[config.mk]
export PLATFORM = sky130hd
export DESIGN_NAME = fetch_merge_top
export DESIGN_NICKNAME = d
export VERILOG_FILES = /design/src/hw/fetch_cfg_pkg.sv /design/src/hw/fetch_bus_pkg.sv /design/src/hw/read_arbiter.sv /design/src/hw/response_order_queue.sv /design/src/hw/fetch_merge_top.sv
export SDC_FILE = /design/constraint.sdc
export NUM_CORES = 1
export LEC_CHECK = 0
export ABC_AREA = 1
export BUFFER_PORTS_ARGS = -buffer_cell sky130_fd_sc_hd__buf_2
export CORE_AREA = 2 2 108 110
export CTS_BUF_LIST = sky130_fd_sc_hd__clkbuf_8 sky130_fd_sc_hd__clkbuf_16
export CTS_CLUSTER_DIAMETER = 120
export DETAILED_ROUTE_END_ITERATION = 7
export DIE_AREA = 0 0 110 112
export SETUP_SLACK_MARGIN = 0.3
export SLEW_MARGIN = 20
export SYNTH_ARGS = -nofsm -noshare
export SYNTH_HDL_FRONTEND = slang
export SYNTH_SLANG_ARGS = --single-unit
[constraint.sdc]
create_clock -name clk -period 2.8 [get_ports clk]
set_clock_uncertainty 0.15 [all_clocks]
set_input_delay 0.84 -clock clk [delete_from_list [all_inputs] [get_ports clk]]
set_output_delay 0.84 -clock clk [all_outputs]
set_load 0.005 [all_outputs]
[src/hw/fetch_cfg_pkg.sv]
// Configuration package for the instruction fetch read merger
// Field widths, order queue depth, vector typedefs
// and the requester source enum shared by grant state and queue entries

`default_nettype none

package fetch_cfg_pkg;

	localparam int ADDR_W      = 32;
	localparam int DATA_W      = 32;
	localparam int ID_W        = 4;
	localparam int LEN_W       = 8;
	localparam int SIZE_W      = 3;
	localparam int BURST_W     = 2;
	localparam int RESP_W      = 2;

	localparam int ORDER_DEPTH = 3; // Outstanding bursts on the memory port
	localparam int ORDER_PTR_W = $clog2(ORDER_DEPTH);
	localparam int ORDER_CNT_W = $clog2(ORDER_DEPTH + 1);

	typedef logic [ADDR_W-1:0]  addr_t;
	typedef logic [DATA_W-1:0]  data_t;
	typedef logic [ID_W-1:0]    axi_id_t;
	typedef logic [LEN_W-1:0]   burst_len_t; // Beats minus one
	typedef logic [SIZE_W-1:0]  beat_size_t;
	typedef logic [BURST_W-1:0] burst_kind_t;
	typedef logic [RESP_W-1:0]  resp_t;

	typedef enum logic {src_uncached = 1'b0, src_cached = 1'b1} fetch_src_t;

endpackage

`default_nettype wire

[src/hw/fetch_bus_pkg.sv]
// Channel package for the instruction fetch read merger
// Read address request struct
// Read data beat struct

`default_nettype none

package fetch_bus_pkg;

	//////////////////////////////////////////////////////////////////////
	// Read address channel
	//////////////////////////////////////////////////////////////////////

	// Fields are held steady by the master until valid meets ready
	typedef struct packed {
		logic                         valid;
		fetch_cfg_pkg::addr_t         addr;
		fetch_cfg_pkg::burst_len_t    len;   // Beats minus one
		fetch_cfg_pkg::beat_size_t    size;
		fetch_cfg_pkg::burst_kind_t   burst;
		fetch_cfg_pkg::axi_id_t       id;
	} ar_req_t;

	//////////////////////////////////////////////////////////////////////
	// Read data channel
	//////////////////////////////////////////////////////////////////////

	// One beat of a burst, last marks the final beat
	typedef struct packed {
		logic                         valid;
		fetch_cfg_pkg::data_t         data;
		fetch_cfg_pkg::resp_t         resp;
		fetch_cfg_pkg::axi_id_t       id;
		logic                         last;
	} rd_beat_t;

endpackage

`default_nettype wire

[src/hw/read_arbiter.sv]
// Read address arbiter for two fetch requesters
// Grant state machine with hold-until-idle switching
// Address channel mux, valid and ready gating by order queue full
// Push report of every accepted address to the order queue

`timescale 1ns/1ps
`default_nettype none

module read_arbiter
(
	input  wire                        clk,
	input  wire                        rstnn,

	input  wire fetch_bus_pkg::ar_req_t uc_ar,
	output logic                       uc_ar_ready,
	input  wire fetch_bus_pkg::ar_req_t c_ar,
	output logic                       c_ar_ready,

	output fetch_bus_pkg::ar_req_t     mem_ar,
	input  wire                        mem_ar_ready,

	input  wire                        full,
	output logic                       push,
	output fetch_cfg_pkg::fetch_src_t  push_src
);

	//////////////////////////////////////////////////////////////////////
	// Signals
	//////////////////////////////////////////////////////////////////////

	fetch_cfg_pkg::fetch_src_t grant;
	fetch_bus_pkg::ar_req_t    sel_ar;
	logic                      uc_granted;
	logic                      ar_open;

	//////////////////////////////////////////////////////////////////////
	// Grant state
	//////////////////////////////////////////////////////////////////////

	// Grant leaves a source only once it drops valid and the other waits
	always_ff @(posedge clk or negedge rstnn)
	begin
		if (!rstnn)
		begin
			grant <= fetch_cfg_pkg::src_uncached;
		end
		else
		begin
			case (grant)
				fetch_cfg_pkg::src_uncached:
				begin
					if (!uc_ar.valid && c_ar.valid)
						grant <= fetch_cfg_pkg::src_cached;
				end
				fetch_cfg_pkg::src_cached:
				begin
					if (!c_ar.valid && uc_ar.valid)
						grant <= fetch_cfg_pkg::src_uncached;
				end
				default:
				begin
					grant <= fetch_cfg_pkg::src_uncached;
				end
			endcase
		end
	end

	assign uc_granted = (grant == fetch_cfg_pkg::src_uncached);

	// No new address while the order queue has no room
	assign ar_open = rstnn & ~full;

	//////////////////////////////////////////////////////////////////////
	// Address channel
	//////////////////////////////////////////////////////////////////////

	always_comb
	begin
		sel_ar = uc_granted ? uc_ar : c_ar;
		mem_ar = sel_ar;
		mem_ar.valid = sel_ar.valid & ar_open;
	end

	assign uc_ar_ready = uc_granted & mem_ar_ready & ar_open;
	assign c_ar_ready  = ~uc_granted & mem_ar_ready & ar_open; // Loser sees ready low

	// Accepted address goes to the queue in the same cycle
	assign push     = mem_ar.valid & mem_ar_ready;
	assign push_src = grant;

endmodule

`default_nettype wire

[src/hw/response_order_queue.sv]
// Response order queue for the fetch read merger
// Small FIFO of requester sources in address acceptance order
// Read data and ready steering by the queue head
// Head pop on the last beat of each burst

`timescale 1ns/1ps
`default_nettype none

module response_order_queue
(
	input  wire                          clk,
	input  wire                          rstnn,

	input  wire                          push,
	input  wire fetch_cfg_pkg::fetch_src_t push_src,
	output logic                         full,

	input  wire fetch_bus_pkg::rd_beat_t mem_r,
	output logic                         mem_r_ready,

	output fetch_bus_pkg::rd_beat_t      uc_r,
	input  wire                          uc_r_ready,
	output fetch_bus_pkg::rd_beat_t      c_r,
	input  wire                          c_r_ready
);

	//////////////////////////////////////////////////////////////////////
	// Signals
	//////////////////////////////////////////////////////////////////////

	fetch_cfg_pkg::fetch_src_t entry [fetch_cfg_pkg::ORDER_DEPTH];

	logic [fetch_cfg_pkg::ORDER_PTR_W-1:0] wr_ptr;
	logic [fetch_cfg_pkg::ORDER_PTR_W-1:0] rd_ptr;
	logic [fetch_cfg_pkg::ORDER_CNT_W-1:0] count;

	fetch_cfg_pkg::fetch_src_t head;
	logic                      empty;
	logic                      pop;

	localparam logic [fetch_cfg_pkg::ORDER_PTR_W-1:0] LAST_PTR =
		fetch_cfg_pkg::ORDER_PTR_W'(fetch_cfg_pkg::ORDER_DEPTH - 1);

	//////////////////////////////////////////////////////////////////////
	// Order FIFO
	//////////////////////////////////////////////////////////////////////

	assign empty = (count == '0);
	assign full  = (count == fetch_cfg_pkg::ORDER_CNT_W'(fetch_cfg_pkg::ORDER_DEPTH));
	assign head  = entry[rd_ptr];
	assign pop   = mem_r.valid & mem_r_ready & mem_r.last;

	always_ff @(posedge clk)
	begin
		if (push)
			entry[wr_ptr] <= push_src;
	end

	always_ff @(posedge clk or negedge rstnn)
	begin
		if (!rstnn)
		begin
			wr_ptr <= '0;
			rd_ptr <= '0;
			count  <= '0;
		end
		else
		begin
			if (push)
				wr_ptr <= (wr_ptr == LAST_PTR) ? '0 : wr_ptr + 1'b1;
			if (pop)
				rd_ptr <= (rd_ptr == LAST_PTR) ? '0 : rd_ptr + 1'b1;
			case ({push, pop})
				2'b10:   count <= count + 1'b1;
				2'b01:   count <= count - 1'b1;
				default: count <= count; // Both or neither
			endcase
		end
	end

	//////////////////////////////////////////////////////////////////////
	// Data steering
	//////////////////////////////////////////////////////////////////////

	// Payload fans out to both, only the head requester sees valid
	always_comb
	begin
		uc_r = mem_r;
		c_r  = mem_r;
		uc_r.valid = mem_r.valid & ~empty & (head == fetch_cfg_pkg::src_uncached);
		c_r.valid  = mem_r.valid & ~empty & (head == fetch_cfg_pkg::src_cached);
		if (empty)
			mem_r_ready = 1'b0;
		else if (head == fetch_cfg_pkg::src_uncached)
			mem_r_ready = uc_r_ready;
		else
			mem_r_ready = c_r_ready;
	end

endmodule

`default_nettype wire

[src/hw/fetch_merge_top.sv]
// Top level of the instruction fetch read merger
// Two requester read ports merged onto one memory read port
// Arbiter on the address side, order queue on the data side

`timescale 1ns/1ps
`default_nettype none

module fetch_merge_top
(
	input  wire                          clk,
	input  wire                          rstnn,

	// Uncached requester
	input  wire fetch_bus_pkg::ar_req_t  uc_ar,
	output logic                         uc_ar_ready,
	output fetch_bus_pkg::rd_beat_t      uc_r,
	input  wire                          uc_r_ready,

	// Cached line fill requester
	input  wire fetch_bus_pkg::ar_req_t  c_ar,
	output logic                         c_ar_ready,
	output fetch_bus_pkg::rd_beat_t      c_r,
	input  wire                          c_r_ready,

	// Memory side
	output fetch_bus_pkg::ar_req_t       mem_ar,
	input  wire                          mem_ar_ready,
	input  wire fetch_bus_pkg::rd_beat_t mem_r,
	output logic                         mem_r_ready
);

	//////////////////////////////////////////////////////////////////////
	// Arbiter to queue
	//////////////////////////////////////////////////////////////////////

	logic                      push;
	fetch_cfg_pkg::fetch_src_t push_src;
	logic                      full;

	read_arbiter u_arbiter
	(
		.clk          (clk),
		.rstnn        (rstnn),
		.uc_ar        (uc_ar),
		.uc_ar_ready  (uc_ar_ready),
		.c_ar         (c_ar),
		.c_ar_ready   (c_ar_ready),
		.mem_ar       (mem_ar),
		.mem_ar_ready (mem_ar_ready),
		.full         (full),
		.push         (push),
		.push_src     (push_src)
	);

	// Bursts come back in address order, so the queue head owns mem_r
	response_order_queue u_order
	(
		.clk          (clk),
		.rstnn        (rstnn),
		.push         (push),
		.push_src     (push_src),
		.full         (full),
		.mem_r        (mem_r),
		.mem_r_ready  (mem_r_ready),
		.uc_r         (uc_r),
		.uc_r_ready   (uc_r_ready),
		.c_r          (c_r),
		.c_r_ready    (c_r_ready)
	);

endmodule

`default_nettype wire

==> flow_summary.toml, run 1 <==
[status]
status = "finished, final reports clean"

[floorplan]
die_w_um = 110
die_h_um = 112
initial_core_util_pct = 16.25
die_area_um2 = 12320
rows = 39
core_um2 = 11170
num_io_pins = 278

[setup_path]
crit_fanout = 27
cp.required_ns = 1.81
slowest_stage = "dfrtp_2"
crit_top_cell = "nand2_1"
cp-end-kind = "output port"
reg2reg_slack_ns = 0.68
worstSetupStartpointType = "flop"
cp_slowest_stage_delay_ns = 0.42
crit_chain = "inv_4 > buf_12 > nand2_1 > nand2_1 > buf_2"
worstSetupPathType = "reg2out"
worstPathArrival_ns = 1.43

[synth]
synth_warnings = 0
ys_seq_area_share_pct = 14.61
synth-seq-cells = 10
postSynthAreaPerCell_um2 = 5.952
postSynthCellCount = 305
synth_area_um2 = 1815
syn_nets = 451
synth_cell_types = 26

[routing]
drcViolationCount = 0
dr.pass1.iters = 4
wl_per_cell_um = 12.28
vias = 1960
via_per_inst = 3.698
wl_mm = 6.509
drtIter0Drc = 57
ant_nets = 0

[pwr]
leakage_nw = 1.461
worst_ir_drop_vdd_mv = 0.2365
p_per_area_nw_per_um2 = 481.2

[sta]
fmax_ghz = 0.4126
final-setup-viol-count = 0
finalSetupTns_ns = 0
period_needed_ns = 2.424
relSlewSlack_pct = 75.73
hold_violations = 0
finalCritPeriodShare_pct = 86.56
tightest_slew_ns = 0.3640
slew_violations = 0
rsz0062_at_grt = "true"
holdWs_ns = 0.3565

[layout]
multi_input_area_um2 = 882.1
nFillCells = 1316
seq_area_um2 = 266.5
fin_util_pct = 20.78
diodes = 0
area_growth_pct = 27.91
stdcell_count = 530
final_net_count = 534
drive_gt1_share_pct = 49.35

[clock_network]
insertion_delay_ns = 0.24
cts.clk_slew.worst_paths_ns = 0.04
clock_path_buffers = 2
cts_buffers = 3
cts_root_buf = "clkbuf_16"
cts.htree.levels = 1
postCtsSetupBuffers = 0
cts_tree = "yes"
hold_buffers = 0
cts_sinks = 10

[run]
maxCapViolCount = 0

[global_route]
grt.overflow.total = 0
track_usage_pct = 9.621
met3_usage_pct = 3.864
grt_use_met2_pct = 16.97
use_met1_pct = 10.45
antenna_found_initial = 0
grt_max_degree = 36
grt-busiest-layer = "met2"
grt_pass1_vias = 1695
grt_pass1_wl_mm = 8.983

[min_path]
hold_path_class = "in2async"

[place]
io_buffers = 163
place_inst = 526
dp_hpwl_mm = 5.604
gp_congestion = 0.7203
critical path: cells and delay by family, from the launching register on:
| kind | cells | cell delay (ns) |
|---|---|---|
| buf+inv | 3 | 0.59 |
| flops | 1 | 0.42 |
| simple gates | 2 | 0.17 |
power by group:
group          switching [mW]  leakage (nW)  total (mW)  internal [mW]
Combinational           0.309          1.30       0.573          0.264
Clock                  0.0696        0.0442       0.285          0.215
Sequential             0.0596         0.112       0.260          0.200
layout make-up:
class / count / area share [%]
clock buffers: 4 / 3.825
inverters: 12 / 2.047
multi-input cells: 194 / 37.98
flip-flops and latches: 10 / 11.48
well taps: 143 / 7.705
repair buffers: 167 / 36.96
metal layers:
layer  up-vias  routed length [um]  share of wire (%)
met3         9                 823                 13
li1       1009                   -                  -
met2       155                3194                 49
met1       787                2413                 37
met5         -                   0                  0
met4         0                  77                1.2
state kept, by name, summed over array words and instances, names as in the netlist:
| signal | count |
|---|---|
| u_arbiter.push_src | 1 |
| u_order.wr_ptr | 2 |
| u_order.rd_ptr | 2 |
| u_order.entry | 3 |
| u_order.count | 2 |
Yosys cell counts, drive strengths merged:
| cell | instances | area share, % |
|---|---|---|
| nand4 | 3 | 1.9 |
| inv | 12 | 2.6 |
| nor2 | 12 | 3.6 |
| a21boi | 1 | 0.41 |
| nand3 | 4 | 2.6 |
| a21oi | 2 | 0.55 |
| nand2 | 160 | 34 |
| nor3 | 4 | 1.4 |
| edfxtp | 3 | 5.0 |
| buf | 89 | 36 |
| xnor2 | 2 | 0.97 |
| dfrtp | 7 | 9.6 |
| or2 | 1 | 0.34 |
| ha | 1 | 0.69 |
| o21ai | 4 | 1.1 |
cell families (layout without fill, tap and decap cells):
family | Yosys count | in the layout | synth area share [%]
compound gates | 7 | 7 | 2.067
simple gates | 184 | 184 | 43.42
buf+inv | 101 | 183 | 38.25
flops | 10 | 10 | 14.61
xor+xnor | 2 | 2 | 0.9650
fa+ha+maj | 1 | 1 | 0.6891
path summary, 6_finish.rpt:
kind / from / end / cells after the start
min in group clk: u_order.wr_ptr[1]$_DFFE_PN0P_ / u_order.wr_ptr[1]$_DFFE_PN0P_ / 2
max in group asynchronous: rstnn / u_arbiter.push_src$_DFF_PN0_ / 2
worst min register to register: u_order.wr_ptr[1]$_DFFE_PN0P_ / u_order.wr_ptr[1]$_DFFE_PN0P_ / 2
worst min-delay path: rstnn / u_order.rd_ptr[1]$_DFFE_PN0P_ / 2
worst max-delay path: u_arbiter.push_src$_DFF_PN0_ / mem_ar[24] / 5
worst max register to register: u_arbiter.push_src$_DFF_PN0_ / u_order.count[1]$_DFFE_PN0P_ / 8
cell usage in the layout, fill, tap and decap left out, drive strengths merged, types with 3 or more instances in the layout:
master | netlist | final
nand4 | 3 | 3
nand3 | 4 | 4
buf | 89 | 167
nand2 | 160 | 160
o21ai | 4 | 4
nor3 | 4 | 4
dfrtp | 7 | 7
clkbuf | 0 | 4
inv | 12 | 12
edfxtp | 3 | 3
nor2 | 12 | 12
metrics by stage:
stage | setup WS, ns | cell area, um^2 | power [mW]
global placement | 0.3025 | 2207 | 0.8174
detailed placement | 0.2680 | 2207 | 0.8244
finish | 0.3762 | 2322 | 1.117
floorplan | 0.5239 | 1815 | 0.6682
global route | 0.2948 | 2322 | 1.211
CTS | 0.3294 | 2300 | 1.119
what timing repair did:
action / in CTS / in global routing
pin swaps: 0 / 0
resized for setup: 1 / 5
gates cloned: 0 / 0
setup endpoints to repair: 3 / 4
(Power assumes the default switching activity.)
==> run 2, diff against run 1 <==
--- a/config.mk
+++ b/config.mk
@@ -7,11 +7,14 @@
 export LEC_CHECK = 0
 export ABC_AREA = 1
 export BUFFER_PORTS_ARGS = -buffer_cell sky130_fd_sc_hd__buf_2
-export CORE_AREA = 2 2 108 110
+export CELL_PAD_IN_SITES_DETAIL_PLACEMENT = 1
+export CELL_PAD_IN_SITES_GLOBAL_PLACEMENT = 1
+export CORE_AREA = 2 2 107 109
 export CTS_BUF_LIST = sky130_fd_sc_hd__clkbuf_8 sky130_fd_sc_hd__clkbuf_16
 export CTS_CLUSTER_DIAMETER = 120
 export DETAILED_ROUTE_END_ITERATION = 7
-export DIE_AREA = 0 0 110 112
+export DIE_AREA = 0 0 109 111
+export PLACE_DENSITY_LB_ADDON = 0.1
 export SETUP_SLACK_MARGIN = 0.3
 export SLEW_MARGIN = 20
 export SYNTH_ARGS = -nofsm -noshare
==> flow_summary.toml, run 2 (same netlist as run 1, synthesis figures left out) <==
[place]
gp_congestion = 0.6618
io_buffers = 163
dp_hpwl_mm = 5.174
place_inst = 526

[routing]
wl_per_cell_um = 12.01
via_per_inst = 3.749
drtIter0Drc = 38
dr.pass1.iters = 3
drcViolationCount = 0
ant_nets = 0
wl_mm = 6.365
vias = 1987

[global_route]
grt_max_degree = 57
grt_pass1_vias = 2096
grt_pass1_wl_mm = 9.646
antenna_found_initial = 0
grt.overflow.total = 0
track_usage_pct = 9.960

[layout]
final_common_cell = "buf_2"
multi_input_area_um2 = 877.1
largest_register_ffs = 3
drive_gt1_share_pct = 48.84
regMostFlops = "u_order.entry"
nFillCells = 1452
stdcell_count = 530
final_net_count = 534
seq_area_um2 = 266.5
area_growth_pct = 27.36
diodes = 0
most-common-layout-cells = "buf_2, nand2_1, inv_1"

[floorplan]
die_h_um = 111
die_area_um2 = 12100
initial_core_util_pct = 16.39
core_um2 = 11080
num_io_pins = 278
rows = 39
die_w_um = 109

[sta]
finalSetupTns_ns = 0
period_needed_ns = 2.458
relSlewSlack_pct = 81.41
final-setup-viol-count = 0
tightest_slew_ns = 0.2788
fmax_ghz = 0.4069
hold_violations = 0
rsz0062_at_grt = "false"
slew_violations = 0
finalCritPeriodShare_pct = 87.77

[setup_path]
worstSetupPathType = "in2out"
ff2ff_path_depth = 8
worstSetupStartpointType = "input pin"
cp-end-kind = "output port"
cp.required_ns = 1.81
r2r_start = "u_arbiter.push_src$_DFF_PN0_"
worstPathArrival_ns = 1.47
crit_fanout = 3
reg2reg_slack_ns = 0.68
r2r-end = "u_order.count[1]$_DFFE_PN0P_"

[pwr]
switchingPower_mw = 0.4441
clkPwrFrac_pct = 22.9
p_int_mw = 0.6516
p_per_area_nw_per_um2 = 473.9
worst_ir_drop_vdd_mv = 0.2151
p_seq_share_pct = 24.4
leakage_nw = 1.459
combPwrFrac_pct = 52.6
switching_share_pct = 40.53

[clock_network]
cts.clk_slew.worst_paths_ns = 0.04
cts.htree.levels = 1
cts_tree = "yes"
cts_buffers = 3
cts_sinks = 10
cts_root_buf = "clkbuf_16"
insertion_delay_ns = 0.23
clock_path_buffers = 2

[status]
status = "finished, final reports clean"

[run]
maxCapViolCount = 0

[min_path]
hold_path_class = "in2async"
==> run 2: cell count changes in the layout (fill, tap and decap cells not counted) <==
cell / previous run / this run
inv_8: 0 / 1
inv_4: 1 / 0
clkbuf_8: 1 / 0
inv_1: 10 / 11
nor3_2: 4 / 3
nor3_1: 0 / 1
==> run 2: layout make-up <==
type	instances	area share (%)
clock inverter	1	0.1623
multi-input combinational	194	37.93
timing repair buffer	167	37.12
clock buffer	3	3.247
inverter	12	2.273
sequential	10	11.53
tap	143	7.738
==> run 2: worst max-delay path, stage by stage <==
cell      delay [ns]
buf_2           0.09
a21boi_4        0.18
inv_2           0.08
nor3_1          0.13
buf_2           0.14
==> run 2: through the flow <==
step	setup slack, ns	util, %	power, mW	hold slack [ns]	instance area [um^2]
final	0.3423	20.87	1.096	0.3680	2312
after global routing	0.2960	20.87	1.206	0.3724	2312
after CTS	0.3245	20.74	1.116	0.3638	2297
after detailed placement	0.1744	19.93	0.8462	0.3608	2207
after global placement	0.2058	19.93	0.8427	0.3517	2207
after floorplan	0.5239	-	0.6682	0.3228	1815
==> run 2: how the worst max path moves through the flow <==
stage,slack [ns],from,endpoint
finish,0.34,rstnn,c_ar_ready
global route,0.30,rstnn,c_ar_ready
CTS,0.32,rstnn,mem_ar[49]
detailed placement,0.17,rstnn,mem_ar[49]
global placement,0.21,rstnn,mem_ar[49]
floorplan,0.52,rstnn,c_ar_ready
==> run 2: per-layer routing <==
metal  GRT usage [%]  vias to the layer above  part of all wire (%)
met2           18.43                      120                    51
met4           2.308                        0                  0.86
li1                -                     1008                     -
met5               0                        -                     0
met1           10.45                      853                    38
met3           3.704                        6                    10
==> run 2: power groups by stage <==
| stage | combinational (mW) | clock (mW) | sequential (mW) |
|---|---|---|---|
| floorplan | 0.426 | 0 | 0.242 |
| finish | 0.577 | 0.251 | 0.268 |
| global route | 0.659 | 0.272 | 0.275 |
| detailed placement | 0.584 | 0 | 0.262 |
| global placement | 0.580 | 0 | 0.263 |
| CTS | 0.591 | 0.261 | 0.264 |
==> run 2: repair_timing <==
| action | CTS | global route |
|---|---|---|
| resized for setup | 4 | 3 |
| hold buffers | 0 | 0 |
| endpoints found under the setup margin | 14 | 4 |
| gates cloned | 0 | 0 |
| setup buffers | 0 | 0 |
==> run 3, diff against run 2 <==
--- a/config.mk
+++ b/config.mk
@@ -7,14 +7,11 @@
 export LEC_CHECK = 0
 export ABC_AREA = 1
 export BUFFER_PORTS_ARGS = -buffer_cell sky130_fd_sc_hd__buf_2
-export CELL_PAD_IN_SITES_DETAIL_PLACEMENT = 1
-export CELL_PAD_IN_SITES_GLOBAL_PLACEMENT = 1
-export CORE_AREA = 2 2 107 109
+export CORE_AREA = 2 2 108 110
 export CTS_BUF_LIST = sky130_fd_sc_hd__clkbuf_8 sky130_fd_sc_hd__clkbuf_16
 export CTS_CLUSTER_DIAMETER = 120
 export DETAILED_ROUTE_END_ITERATION = 7
-export DIE_AREA = 0 0 109 111
-export PLACE_DENSITY_LB_ADDON = 0.1
+export DIE_AREA = 0 0 110 112
 export SETUP_SLACK_MARGIN = 0.3
 export SLEW_MARGIN = 20
 export SYNTH_ARGS = -nofsm -noshare
==> constraint.sdc (replaced) <==
create_clock -name clk -period 2.8 [get_ports clk]
set_clock_uncertainty 0.15 [all_clocks]
set_input_delay 0.42 -clock clk [delete_from_list [all_inputs] [get_ports clk]]
set_output_delay 0.42 -clock clk [all_outputs]
set_load 0.005 [all_outputs]
==> flow_summary.toml, run 3 (same netlist as run 1, synthesis figures left out) <==
[global_route]
track_usage_pct = 9.803
grt_max_degree = 29
grt_pass1_vias = 1662
grt_pass1_wl_mm = 9.052
grt.overflow.total = 0
antenna_found_initial = 1

[sta]
relSlewSlack_pct = 79.79
slew_violations = 0
period_needed_ns = 2.320
finalSetupTns_ns = 0
final-setup-viol-count = 0
tightest_slew_ns = 0.3031
rsz0062_at_grt = "false"
finalCritPeriodShare_pct = 82.86
fmax_ghz = 0.4310
hold_violations = 0

[setup_path]
cp_slowest_stage_delay_ns = 0.52
crit_family = "buffers and inverters"
worstPathArrival_ns = 1.75
path_buf_inv = 4
worstSetupStartpointType = "input pin"
slowest_stage = "dlygate4sd3_1"
crit_fanout = 8
cp-end-kind = "output port"
worstSetupPathType = "in2out"
cp.required_ns = 2.23
crit_top_cell = "buf_2"
crit_chain = "dlygate4sd3_1 > buf_2 > a21boi_2 > inv_1 > nor3_1 > buf_2"

[run]
maxCapViolCount = 0

[routing]
via_per_inst = 3.638
dr.pass1.iters = 4
wl_mm = 6.587
wl_per_cell_um = 12.40
ant_nets = 0
drtIter0Drc = 80
drcViolationCount = 0
vias = 1932

[clock_network]
cts.clk_slew.worst_paths_ns = 0.04
clock_path_buffers = 2
cts_tree = "yes"
cts_root_buf = "clkbuf_16"
insertion_delay_ns = 0.24
cts.htree.levels = 1
cts_sinks = 10
cts_buffers = 3

[layout]
regMostFlops = "u_order.entry"
nFillCells = 1324
final_common_cell = "buf_2"
most-common-layout-cells = "buf_2, nand2_1, inv_1"
stdcell_count = 531
final_net_count = 534
drive_gt1_share_pct = 47.80
area_growth_pct = 25.71
largest_register_ffs = 3

[place]
gp_congestion = 0.7199
io_buffers = 163
dp_hpwl_mm = 5.621
place_inst = 525

[floorplan]
num_io_pins = 278
core_um2 = 11170
die_h_um = 112
die_area_um2 = 12320
die_w_um = 110
rows = 39
initial_core_util_pct = 16.25

[pwr]
p_total_mw = 1.072
leakage_nw = 1.441
p_per_area_nw_per_um2 = 469.7
worst_ir_drop_vdd_mv = 0.2899

[status]
status = "finished, final reports clean"

[min_path]
hold_path_class = "in2reg"
-- run 3: worst reg2reg max path, stage by stage, from the launching register on --
cell     delay (ns)
dfrtp_2        0.43
inv_4          0.22
nor2_4         0.07
nor2_4         0.08
nand3_2        0.15
ha_1           0.37
a21oi_1        0.11
o21ai_0        0.11
xnor2_1        0.14
-- run 3: final timing paths --
kind / startpoint / end / slack [ns] / cells after the start
worst max-delay path: rstnn / c_ar_ready / 0.48 / 6
worst min-delay path: uc_ar[49] / u_arbiter.push_src$_DFF_PN0_ / 0.24 / 2
worst max register to register: u_arbiter.push_src$_DFF_PN0_ / u_order.count[1]$_DFFE_PN0P_ / 0.86 / 8
worst min register to register: u_order.wr_ptr[1]$_DFFE_PN0P_ / u_order.wr_ptr[1]$_DFFE_PN0P_ / 0.38 / 2
max in group asynchronous: rstnn / u_arbiter.push_src$_DFF_PN0_ / 1.92 / 2
min in group asynchronous: rstnn / u_order.count[0]$_DFFE_PN0P_ / 0.40 / 2
-- run 3: area by class of cell --
type                            count  area [um^2]  share of cell area (%)
Antenna cell                        1        2.502                  0.1096
Multi-Input combinational cell    194        859.6                   37.66
Timing Repair Buffer              167        848.3                   37.17
Clock buffer                        3        75.07                   3.289
Clock inverter                      1        3.754                  0.1645
Tap cell                          143        178.9                   7.840
Sequential cell                    10        266.5                   11.68
Inverter                           12        47.55                   2.083
-- run 3: what timing repair did --
| action | in CTS | in global routing |
|---|---|---|
| buffers inserted | 0 | 0 |
| hold buffers | 1 | 0 |
| hold endpoints to repair | 7 | 0 |
| setup endpoints to repair | 0 | 3 |
| gates resized for setup | 0 | 1 |
-- run 3: power by group --
| part | internal (mW) | total (mW) | switching, mW | leakage [nW] |
|---|---|---|---|---|
| combinational | 0.256 | 0.557 | 0.301 | 1.29 |
| clock | 0.188 | 0.259 | 0.0717 | 0.0385 |
| sequential | 0.200 | 0.255 | 0.0552 | 0.112 |
| total | 0.644 | 1.07 | 0.428 | 1.44 |
-- run 3: stage by stage --
stage / hold slack, ns / setup WS, ns / instance area, um^2 / util (%)
after detailed placement: 0.1219 / 0.7239 / 2187 / 19.57
final: 0.2419 / 0.4799 / 2282 / 20.42
after CTS: 0.2431 / 0.4109 / 2276 / 20.37
after global placement: 0.1204 / 0.7386 / 2187 / 19.57
after global routing: 0.2497 / 0.3062 / 2282 / 20.42
after floorplan: -0.02559 / 1.009 / 1815 / -
-- run 3: metal layers --
metal	wire length, um	GRT usage [%]	vias up
met2	3089	16.40	156
met3	786	3.981	13
met5	0	0	-
li1	-	-	1011
met1	2569	10.96	752
met4	142	3.797	0
